--- src/design/fp_format_pkg.sv ---
package fp_format_pkg;

  // Single precision by default
  parameter int man_w = 23;
  parameter int exp_w = 8;

  // Extra bits carried below the mantissa LSB through add and normalize
  parameter int guard_w = 3;

endpackage

--- src/design/fp_status_pkg.sv ---
package fp_status_pkg;

  parameter int flag_w = 4;

  // Bit positions inside the flag vector
  typedef enum int unsigned {
    flag_invalid   = 0,
    flag_overflow  = 1,
    flag_underflow = 2,
    flag_inexact   = 3
  } flag_idx_e;

  typedef enum logic {
    op_add = 1'b0,
    op_sub = 1'b1
  } fp_op_e;

  typedef enum logic [1:0] {
    norm_idle,
    norm_shift,
    norm_hold
  } norm_state_e;

endpackage

--- src/design/fp_align_if.sv ---
`timescale 1ns/1ns

interface align_if #(
  parameter int P = fp_format_pkg::man_w,
  parameter int E = fp_format_pkg::exp_w
);

  logic         valid;
  logic         ready;
  logic [P+3:0] mant_a;
  logic [P+3:0] mant_b;
  logic [E-1:0] exp;
  logic         sign_a;
  logic         sign_b;
  logic         nan_a;
  logic         nan_b;
  logic         inf_a;
  logic         inf_b;

  modport src (
    output valid, mant_a, mant_b, exp, sign_a, sign_b, nan_a, nan_b, inf_a, inf_b,
    input  ready
  );

  modport dst (
    input  valid, mant_a, mant_b, exp, sign_a, sign_b, nan_a, nan_b, inf_a, inf_b,
    output ready
  );

endinterface

--- src/design/fp_sum_if.sv ---
`timescale 1ns/1ns

interface sum_if #(
  parameter int P = fp_format_pkg::man_w,
  parameter int E = fp_format_pkg::exp_w
);

  logic                             valid;
  logic                             ready;
  logic [P+3:0]                     sum;
  logic                             carry;
  logic                             sign;
  logic [E-1:0]                     exp;
  logic [fp_status_pkg::flag_w-1:0] flags;

  modport src (
    output valid, sum, carry, sign, exp, flags,
    input  ready
  );

  // Handshake side of the normalizer
  modport ctrl (
    input  valid,
    output ready
  );

  // Payload side of the normalizer
  modport data (
    input sum, carry, sign, exp, flags
  );

endinterface

--- src/design/fp_adder_top.sv ---
`timescale 1ns/1ns

module fp_adder_top #(
  parameter int P = fp_format_pkg::man_w,
  parameter int E = fp_format_pkg::exp_w
) (
  input  logic                             clk,
  input  logic                             rst_n,
  input  logic [P+E:0]                     op_a,
  input  logic [P+E:0]                     op_b,
  input  fp_status_pkg::fp_op_e            op,
  input  logic                             start,
  input  logic                             ready_in,
  output logic                             valid_out,
  output logic                             ready_out,
  output logic                             sign_out,
  output logic [E-1:0]                     exp_out,
  output logic [P+3:0]                     mant_out,
  output logic [fp_status_pkg::flag_w-1:0] flags
);

  logic load;
  logic shift;
  logic done;

  align_if #(.P(P), .E(E)) align_bus ();
  sum_if   #(.P(P), .E(E)) sum_bus ();

  fp_align #(.P(P), .E(E)) u_align (
    .clk       (clk),
    .rst_n     (rst_n),
    .op_a      (op_a),
    .op_b      (op_b),
    .op        (op),
    .start     (start),
    .ready_out (ready_out),
    .align     (align_bus)
  );

  fp_addsub #(.P(P), .E(E)) u_addsub (
    .clk   (clk),
    .rst_n (rst_n),
    .align (align_bus),
    .sum   (sum_bus)
  );

  // Normalizer is a controller steering a shifting datapath
  fp_norm_ctrl u_norm_ctrl (
    .clk       (clk),
    .rst_n     (rst_n),
    .sum       (sum_bus),
    .ready_in  (ready_in),
    .valid_out (valid_out),
    .load      (load),
    .shift     (shift),
    .done      (done)
  );

  fp_norm_shift #(.P(P), .E(E)) u_norm_shift (
    .clk      (clk),
    .rst_n    (rst_n),
    .sum      (sum_bus),
    .load     (load),
    .shift    (shift),
    .done     (done),
    .mant_out (mant_out),
    .exp_out  (exp_out),
    .sign_out (sign_out),
    .flags    (flags)
  );

endmodule

--- src/design/fp_addsub.sv ---
`timescale 1ns/1ns

module fp_addsub #(
  parameter int P = fp_format_pkg::man_w,
  parameter int E = fp_format_pkg::exp_w
) (
  input  logic clk,
  input  logic rst_n,
  align_if.dst align,
  sum_if.src   sum
);

  localparam int           mant_w  = P + 4;
  localparam logic [E-1:0] exp_max = '1;

  logic [mant_w-1:0]                sum_nxt;
  logic                             carry_nxt;
  logic                             sign_nxt;
  logic [E-1:0]                     exp_nxt;
  logic [fp_status_pkg::flag_w-1:0] flags_nxt;
  logic                             invalid;

  // NaN in, or inf minus inf
  assign invalid = align.nan_a || align.nan_b ||
                   (align.inf_a && align.inf_b && (align.sign_a != align.sign_b));

  assign align.ready = sum.ready;

  always_comb begin
    sum_nxt   = '0;
    carry_nxt = 1'b0;
    sign_nxt  = 1'b0;
    exp_nxt   = exp_max;
    flags_nxt = '0;
    if (invalid) begin
      sum_nxt = {2'b11, {(mant_w - 2){1'b0}}};
      flags_nxt[fp_status_pkg::flag_invalid] = 1'b1;
    end else if (align.inf_a) begin
      sum_nxt  = {1'b1, {(mant_w - 1){1'b0}}};
      sign_nxt = align.sign_a;
    end else if (align.inf_b) begin
      sum_nxt  = {1'b1, {(mant_w - 1){1'b0}}};
      sign_nxt = align.sign_b;
    end else begin
      exp_nxt = align.exp;
      if (align.sign_a == align.sign_b) begin
        {carry_nxt, sum_nxt} = {1'b0, align.mant_a} + {1'b0, align.mant_b};
        sign_nxt = align.sign_a;
      end else if (align.mant_a >= align.mant_b) begin
        // Ties go to a, so x - x keeps the sign of a
        sum_nxt  = align.mant_a - align.mant_b;
        sign_nxt = align.sign_a;
      end else begin
        sum_nxt  = align.mant_b - align.mant_a;
        sign_nxt = align.sign_b;
      end
    end
  end

  always_ff @(posedge clk or negedge rst_n) begin
    if (!rst_n) begin
      sum.valid <= 1'b0;
      sum.sum   <= '0;
      sum.carry <= 1'b0;
      sum.sign  <= 1'b0;
      sum.exp   <= '0;
      sum.flags <= '0;
    end else begin
      if (sum.ready) begin
        sum.valid <= align.valid;
      end
      if (align.valid && sum.ready) begin
        sum.sum   <= sum_nxt;
        sum.carry <= carry_nxt;
        sum.sign  <= sign_nxt;
        sum.exp   <= exp_nxt;
        sum.flags <= flags_nxt;
      end
    end
  end

endmodule

--- src/design/fp_align.sv ---
`timescale 1ns/1ns

module fp_align #(
  parameter int P = fp_format_pkg::man_w,
  parameter int E = fp_format_pkg::exp_w
) (
  input  logic                  clk,
  input  logic                  rst_n,
  input  logic [P+E:0]          op_a,
  input  logic [P+E:0]          op_b,
  input  fp_status_pkg::fp_op_e op,
  input  logic                  start,
  output logic                  ready_out,
  align_if.src                  align
);

  localparam int           mant_w  = P + 4;
  localparam logic [E-1:0] exp_max = '1;

  logic              sign_a;
  logic              sign_b;
  logic [E-1:0]      exp_a;
  logic [E-1:0]      exp_b;
  logic [E-1:0]      exp_diff;
  logic [mant_w-1:0] full_a;
  logic [mant_w-1:0] full_b;

  assign sign_a = op_a[P+E];
  // Subtraction is addition with b negated
  assign sign_b = op_b[P+E] ^ (op == fp_status_pkg::op_sub);
  assign exp_a  = op_a[P+E-1:P];
  assign exp_b  = op_b[P+E-1:P];

  // Hidden bit, fraction, then zero guard bits
  assign full_a = {exp_a != '0, op_a[P-1:0], {fp_format_pkg::guard_w{1'b0}}};
  assign full_b = {exp_b != '0, op_b[P-1:0], {fp_format_pkg::guard_w{1'b0}}};

  assign exp_diff = (exp_a >= exp_b) ? exp_a - exp_b : exp_b - exp_a;

  assign ready_out = align.ready;

  always_ff @(posedge clk or negedge rst_n) begin
    if (!rst_n) begin
      align.valid  <= 1'b0;
      align.mant_a <= '0;
      align.mant_b <= '0;
      align.exp    <= '0;
      align.sign_a <= 1'b0;
      align.sign_b <= 1'b0;
      align.nan_a  <= 1'b0;
      align.nan_b  <= 1'b0;
      align.inf_a  <= 1'b0;
      align.inf_b  <= 1'b0;
    end else begin
      if (align.ready) begin
        align.valid <= start;
      end
      if (start && align.ready) begin
        align.sign_a <= sign_a;
        align.sign_b <= sign_b;
        align.nan_a  <= (exp_a == exp_max) && (op_a[P-1:0] != '0);
        align.nan_b  <= (exp_b == exp_max) && (op_b[P-1:0] != '0);
        align.inf_a  <= (exp_a == exp_max) && (op_a[P-1:0] == '0);
        align.inf_b  <= (exp_b == exp_max) && (op_b[P-1:0] == '0);
        // Smaller operand shifts right, bits falling off the end are lost
        if (exp_a >= exp_b) begin
          align.exp    <= exp_a;
          align.mant_a <= full_a;
          align.mant_b <= (exp_diff >= mant_w) ? '0 : full_b >> exp_diff;
        end else begin
          align.exp    <= exp_b;
          align.mant_a <= (exp_diff >= mant_w) ? '0 : full_a >> exp_diff;
          align.mant_b <= full_b;
        end
      end
    end
  end

endmodule

--- src/design/fp_norm_ctrl.sv ---
`timescale 1ns/1ns

module fp_norm_ctrl (
  input  logic clk,
  input  logic rst_n,
  sum_if.ctrl  sum,
  input  logic ready_in,
  output logic valid_out,
  output logic load,
  output logic shift,
  input  logic done
);

  fp_status_pkg::norm_state_e state;
  fp_status_pkg::norm_state_e state_nxt;

  // Busy while shifting, and stalled by the consumer otherwise
  assign sum.ready = (state != fp_status_pkg::norm_shift) && ready_in;
  assign load      = sum.valid && sum.ready;
  assign shift     = (state == fp_status_pkg::norm_shift) && !done;
  assign valid_out = (state == fp_status_pkg::norm_hold);

  always_comb begin
    state_nxt = state;
    case (state)
      fp_status_pkg::norm_idle: begin
        if (load) begin
          state_nxt = fp_status_pkg::norm_shift;
        end
      end
      fp_status_pkg::norm_shift: begin
        if (done) begin
          state_nxt = fp_status_pkg::norm_hold;
        end
      end
      fp_status_pkg::norm_hold: begin
        // Back to back when the next item is waiting
        if (load) begin
          state_nxt = fp_status_pkg::norm_shift;
        end else if (ready_in) begin
          state_nxt = fp_status_pkg::norm_idle;
        end
      end
      default: state_nxt = fp_status_pkg::norm_idle;
    endcase
  end

  always_ff @(posedge clk or negedge rst_n) begin
    if (!rst_n) begin
      state <= fp_status_pkg::norm_idle;
    end else begin
      state <= state_nxt;
    end
  end

endmodule

--- src/design/fp_norm_shift.sv ---
`timescale 1ns/1ns

module fp_norm_shift #(
  parameter int P = fp_format_pkg::man_w,
  parameter int E = fp_format_pkg::exp_w
) (
  input  logic                             clk,
  input  logic                             rst_n,
  sum_if.data                              sum,
  input  logic                             load,
  input  logic                             shift,
  output logic                             done,
  output logic [P+3:0]                     mant_out,
  output logic [E-1:0]                     exp_out,
  output logic                             sign_out,
  output logic [fp_status_pkg::flag_w-1:0] flags
);

  localparam logic [E-1:0] exp_max = '1;

  logic [P+3:0]                     load_mant;
  logic [E-1:0]                     load_exp;
  logic [fp_status_pkg::flag_w-1:0] load_flags;
  logic [E-1:0]                     exp_inc;
  logic [E-1:0]                     exp_dec;

  assign exp_inc = sum.exp + 1'b1;
  assign exp_dec = exp_out - 1'b1;

  // Normalized, zero, or pinned at an exponent limit
  assign done = (mant_out == '0) || mant_out[P+3] ||
                (exp_out == '0) || (exp_out == exp_max);

  always_comb begin
    load_mant  = sum.sum;
    load_exp   = sum.exp;
    load_flags = sum.flags;
    if (sum.carry && (sum.exp != exp_max)) begin
      // Carry becomes the new top bit
      load_mant = {1'b1, sum.sum[P+3:1]};
      load_exp  = exp_inc;
      if (sum.sum[0]) begin
        load_flags[fp_status_pkg::flag_inexact] = 1'b1;
      end
      if (exp_inc == exp_max) begin
        load_mant = '0;
        load_flags[fp_status_pkg::flag_overflow] = 1'b1;
      end
    end
  end

  always_ff @(posedge clk or negedge rst_n) begin
    if (!rst_n) begin
      mant_out <= '0;
      exp_out  <= '0;
      sign_out <= 1'b0;
      flags    <= '0;
    end else if (load) begin
      mant_out <= load_mant;
      exp_out  <= load_exp;
      sign_out <= sum.sign;
      flags    <= load_flags;
    end else if (shift) begin
      mant_out <= mant_out << 1;
      exp_out  <= exp_dec;
      if (exp_dec == '0) begin
        flags[fp_status_pkg::flag_underflow] <= 1'b1;
        flags[fp_status_pkg::flag_inexact]   <= 1'b1;
      end
    end
  end

endmodule

--- config.mk ---
export PLATFORM = sky130hd
export DESIGN_NAME = fp_adder_top
export DESIGN_NICKNAME = d
export VERILOG_FILES = /design/src/design/fp_format_pkg.sv /design/src/design/fp_status_pkg.sv /design/src/design/fp_align_if.sv /design/src/design/fp_sum_if.sv /design/src/design/fp_adder_top.sv /design/src/design/fp_addsub.sv /design/src/design/fp_align.sv /design/src/design/fp_norm_ctrl.sv /design/src/design/fp_norm_shift.sv
export SDC_FILE = /design/constraint.sdc
export NUM_CORES = 1
export LEC_CHECK = 0
export BUFFER_PORTS_ARGS = -buffer_cell sky130_fd_sc_hd__buf_2
export CAP_MARGIN = 40
export CORE_ASPECT_RATIO = 1.1
export CORE_MARGIN = 8
export CORE_UTILIZATION = 50
export DETAILED_ROUTE_END_ITERATION = 6
export PLACE_DENSITY_LB_ADDON = 0.12
export REMOVE_ABC_BUFFERS = 1
export SLEW_MARGIN = 20
export SYNTH_ARGS = -nofsm -noshare
export SYNTH_HDL_FRONTEND = slang
export SYNTH_SLANG_ARGS = --single-unit
--- constraint.sdc ---
create_clock -name clk -period 4.9 [get_ports clk]
set_input_delay 0.49 -clock clk [delete_from_list [all_inputs] [get_ports clk]]
set_output_delay 0.49 -clock clk [all_outputs]
set_load 0.01 [all_outputs]
==> impl_metrics.json <==
{
  "async_reset_ff_frac": 1.00,
  "status": "finished clean",
  "synth_top_area_cell": "dfrtp_1",
  "dpl_cell_area_um2": 15500,
  "fin_crit_sh": 0.888,
  "placed_cells": 2193,
  "combPwrFrac": 0.610,
  "pwr-share-seq": 0.241,
  "fp.dieH_um": 194,
  "cap_violations": 0,
  "crit_type": "register to register",
  "antennaDiodeCount": 0,
  "setup_violations": 0,
  "synth_ff_type": "dfrtp_1",
  "grt_pass1_wl_um": 80200,
  "cts_tree": "built",
  "globalplace.congestion": 1.00,
  "min_path_type": "primary input to register",
  "viasPerCell": 6.32,
  "yosysSeqAreaShare": 0.261,
  "fin_nets": 2022,
  "p_clk_frac": 0.150,
  "synthAdderAreaFrac": 0.0950,
  "stdcell_count": 2228,
  "synth-edff-count": 0,
  "synth_warnings": 0,
  "drtAntennaViolNets": 0,
  "clk_path_buf_depth": 2,
  "worstSetupStartpoint": "u_align.align.mant_a[18]",
  "tns_ps": 0,
  "regToRegEndpoint": "u_addsub.sum.sum[26]",
  "reg2reg_depth": 13,
  "dp_hpwl_um": 40500,
  "end_kind": "register",
  "crit_required_ps": 5220,
  "arrival_ps": 4670,
  "maxSlewViolCount": 0,
  "start_util": 0.505,
  "p_leak_nw": 7.58,
  "worst_pin_slew_ps": 754,
  "cellPowerDensity_nw_per_um2": 578,
  "max_slew_margin": 0.497,
  "p_int_mw": 4.72,
  "ir_worst_vdd_uv": 351,
  "synthCells": 1778,
  "drtPass1Iterations": 7,
  "synth_compound_area_frac": 0.238,
  "fin_ws_ps": 547,
  "synthMuxAreaShare": 0.129,
  "synth_top_family_by_area": "compound AO/OA/AOI/OAI gates",
  "synth.avg_cell_area_um2": 8.08,
  "max_freq_mhz": 230,
  "synth_top_area_frac": 0.261,
  "coreArea_um2": 28500,
  "io_buffers": 110,
  "clk_pin_slew_worst_paths_ps": 70,
  "layout-drive-gt1-share": 0.131,
  "ios": 111,
  "num_vias": 14100,
  "antenna_found_initial": 1,
  "drtIter0Drc": 1274,
  "ys_seq_elements": 150,
  "synth.distinct_cells": 77,
  "cts-root-buf": "clkbuf_16",
  "layout_commonest_cell": "nand2_1",
  "final_cell_mix": "171 x nand2_1, 169 x a21oi_1, 151 x mux2i_1",
  "cp-endpoint": "u_addsub.sum.sum[26]",
  "rsz0062_at_grt": "false",
  "drc": 0,
  "hold_viol_final": 0,
  "die_area_um2": 34400,
  "skew_ps": 11.5,
  "cp-start-kind": "register",
  "wl_per_cell_um": 23.0,
  "routed_wl_um": 51300,
  "design_area_um2": 16100,
  "worstPathMaxFanout": 25,
  "htree_levels": 4,
  "switching_share": 0.494,
  "synth-simple-area-share": 0.180,
  "cts_setup_buffers": 0,
  "die_width_um": 178,
  "post_synth_xor_area_fraction": 0.0347,
  "dp_slack_ps": 323,
  "r2r_setup_slack_ps": 550,
  "cts.sinks": 150,
  "synth.area.top_cells": "dfrtp_1 26%, mux2i_1 11%, ha_1 8.8%",
  "cts_made_buffers": 17,
  "layout_min_cycle_time_ps": 4350,
  "grt_util_all_layers": 0.295,
  "rr_startpoint": "u_align.align.mant_a[18]",
  "grt_overflow": 0,
  "clock_latency_ps": 440,
  "grt_pass1_vias": 14100,
  "p_switching_mw": 4.61,
  "area_growth_pct": 12.3,
  "netlist_area_um2": 14400,
  "grt_max_degree": 66,
  "num_rows": 65
}
-- metrics by stage --
| step | util | hold slack [ps] | power, mW |
|---|---|---|---|
| floorplan | - | 194 | 6.03 |
| global placement | 0.540 | 345 | 7.76 |
| detailed placement | 0.544 | 349 | 7.84 |
| CTS | 0.565 | 260 | 9.25 |
| global route | 0.567 | 267 | 9.99 |
| finish | 0.567 | 272 | 9.33 |
-- synth_stat cells (21+ instances only) --
cell and n:
nand2_1 173, a21oi_1 169, mux2i_1 152, dfrtp_1 150
nor2_1 125, inv_1 103, ha_1 101, o21ai_0 92
clkbuf_1 78, nand3_1 56, and3_1 54, xnor2_1 42
a211oi_1 40, nor3_1 31, a21o_1 30, nor4_1 28
nand4_1 24, o211ai_1 21
-- kinds of logic (layout without fill, tap and decap cells) --
logic type	after synthesis	count (layout)
muxes	171	171
AOI/OAI and AO/OA	531	531
and+or+nand+nor	544	544
adders and majority gates	106	106
xor gates and xnor gates	56	56
buffers and inverters	220	302
DFF	150	150
-- power by group through the flow --
| stage | clock (mW) | sequential, mW | combinational, mW |
|---|---|---|---|
| 5_1_grt | 1.47 | 2.31 | 6.21 |
| 2_1_floorplan | 0 | 2.14 | 3.88 |
| 6_report | 1.40 | 2.25 | 5.69 |
| 4_1_cts | 1.41 | 2.24 | 5.60 |
| 3_3_place_gp | 0 | 2.25 | 5.51 |
| 3_5_place_dp | 0 | 2.26 | 5.58 |
-- area by class of cell --
cell class              count  area [um2]
repair buffers            164        1100
clock inverters            14         164
well taps                 368         460
inverters                 106         398
multi-input cells        1408        9820
fillers                  2747       12300
flip-flops and latches    150        3750
clock buffers              18         439
-- state kept, by name, summed over array words and instances, names as in the netlist --
register,flops
u_align.align.nan_b,1
u_align.align.inf_b,1
u_align.align.sign_b,1
u_align.align.exp,8
u_addsub.sum.valid,1
u_align.align.sign_a,1
u_addsub.sum.sign,1
u_norm_ctrl.state,2
u_addsub.sum.carry,1
u_norm_shift.exp_out,8
u_align.align.mant_a,27
u_addsub.sum.exp,8
u_addsub.sum.flags,1
u_align.align.inf_a,1
u_norm_shift.flags,4
u_addsub.sum.sum,27
u_align.align.nan_a,1
u_align.align.mant_b,27
u_norm_shift.sign_out,1
u_norm_shift.mant_out,27
u_align.align.valid,1
-- metal layers --
layer  global-route usage  vias to the layer above  part of all wire
met3               0.0508                      123             0.064
li1                     -                     6647                 -
met2                0.489                      565              0.47
met5                    0                        -           0.00025
met1                0.368                     6742              0.42
met4                0.135                        2             0.046
-- worst min-delay path by stage --
stage / start / cells past startpoint / endpoint
floorplan: rst_n / 0 / u_addsub.sum.carry
global placement: rst_n / 1 / u_norm_shift.exp_out[5]
detailed placement: rst_n / 1 / u_norm_shift.exp_out[7]
CTS: op_a[31] / 3 / u_align.align.sign_a
global route: op_a[31] / 3 / u_align.align.sign_a
finish: op_a[31] / 3 / u_align.align.sign_a
-- critical path: stages (launching register included) --
cell and delay [ps]:
dfrtp_1 460, inv_1 70, ha_1 490, a21oi_1 190
o21ai_0 210, a221oi_1 490, o211ai_1 290, a221oi_4 640
buf_12 260, mux2i_1 490, a221oi_1 160, mux2i_1 230
xnor2_1 150, a21oi_1 80
-- timing repair --
item                      4_1_cts  5_1_grt
hold endpoints to repair       21        0
hold buffers                    1        0
resized for setup               0        0
Power figures use the tool's default switching activity.
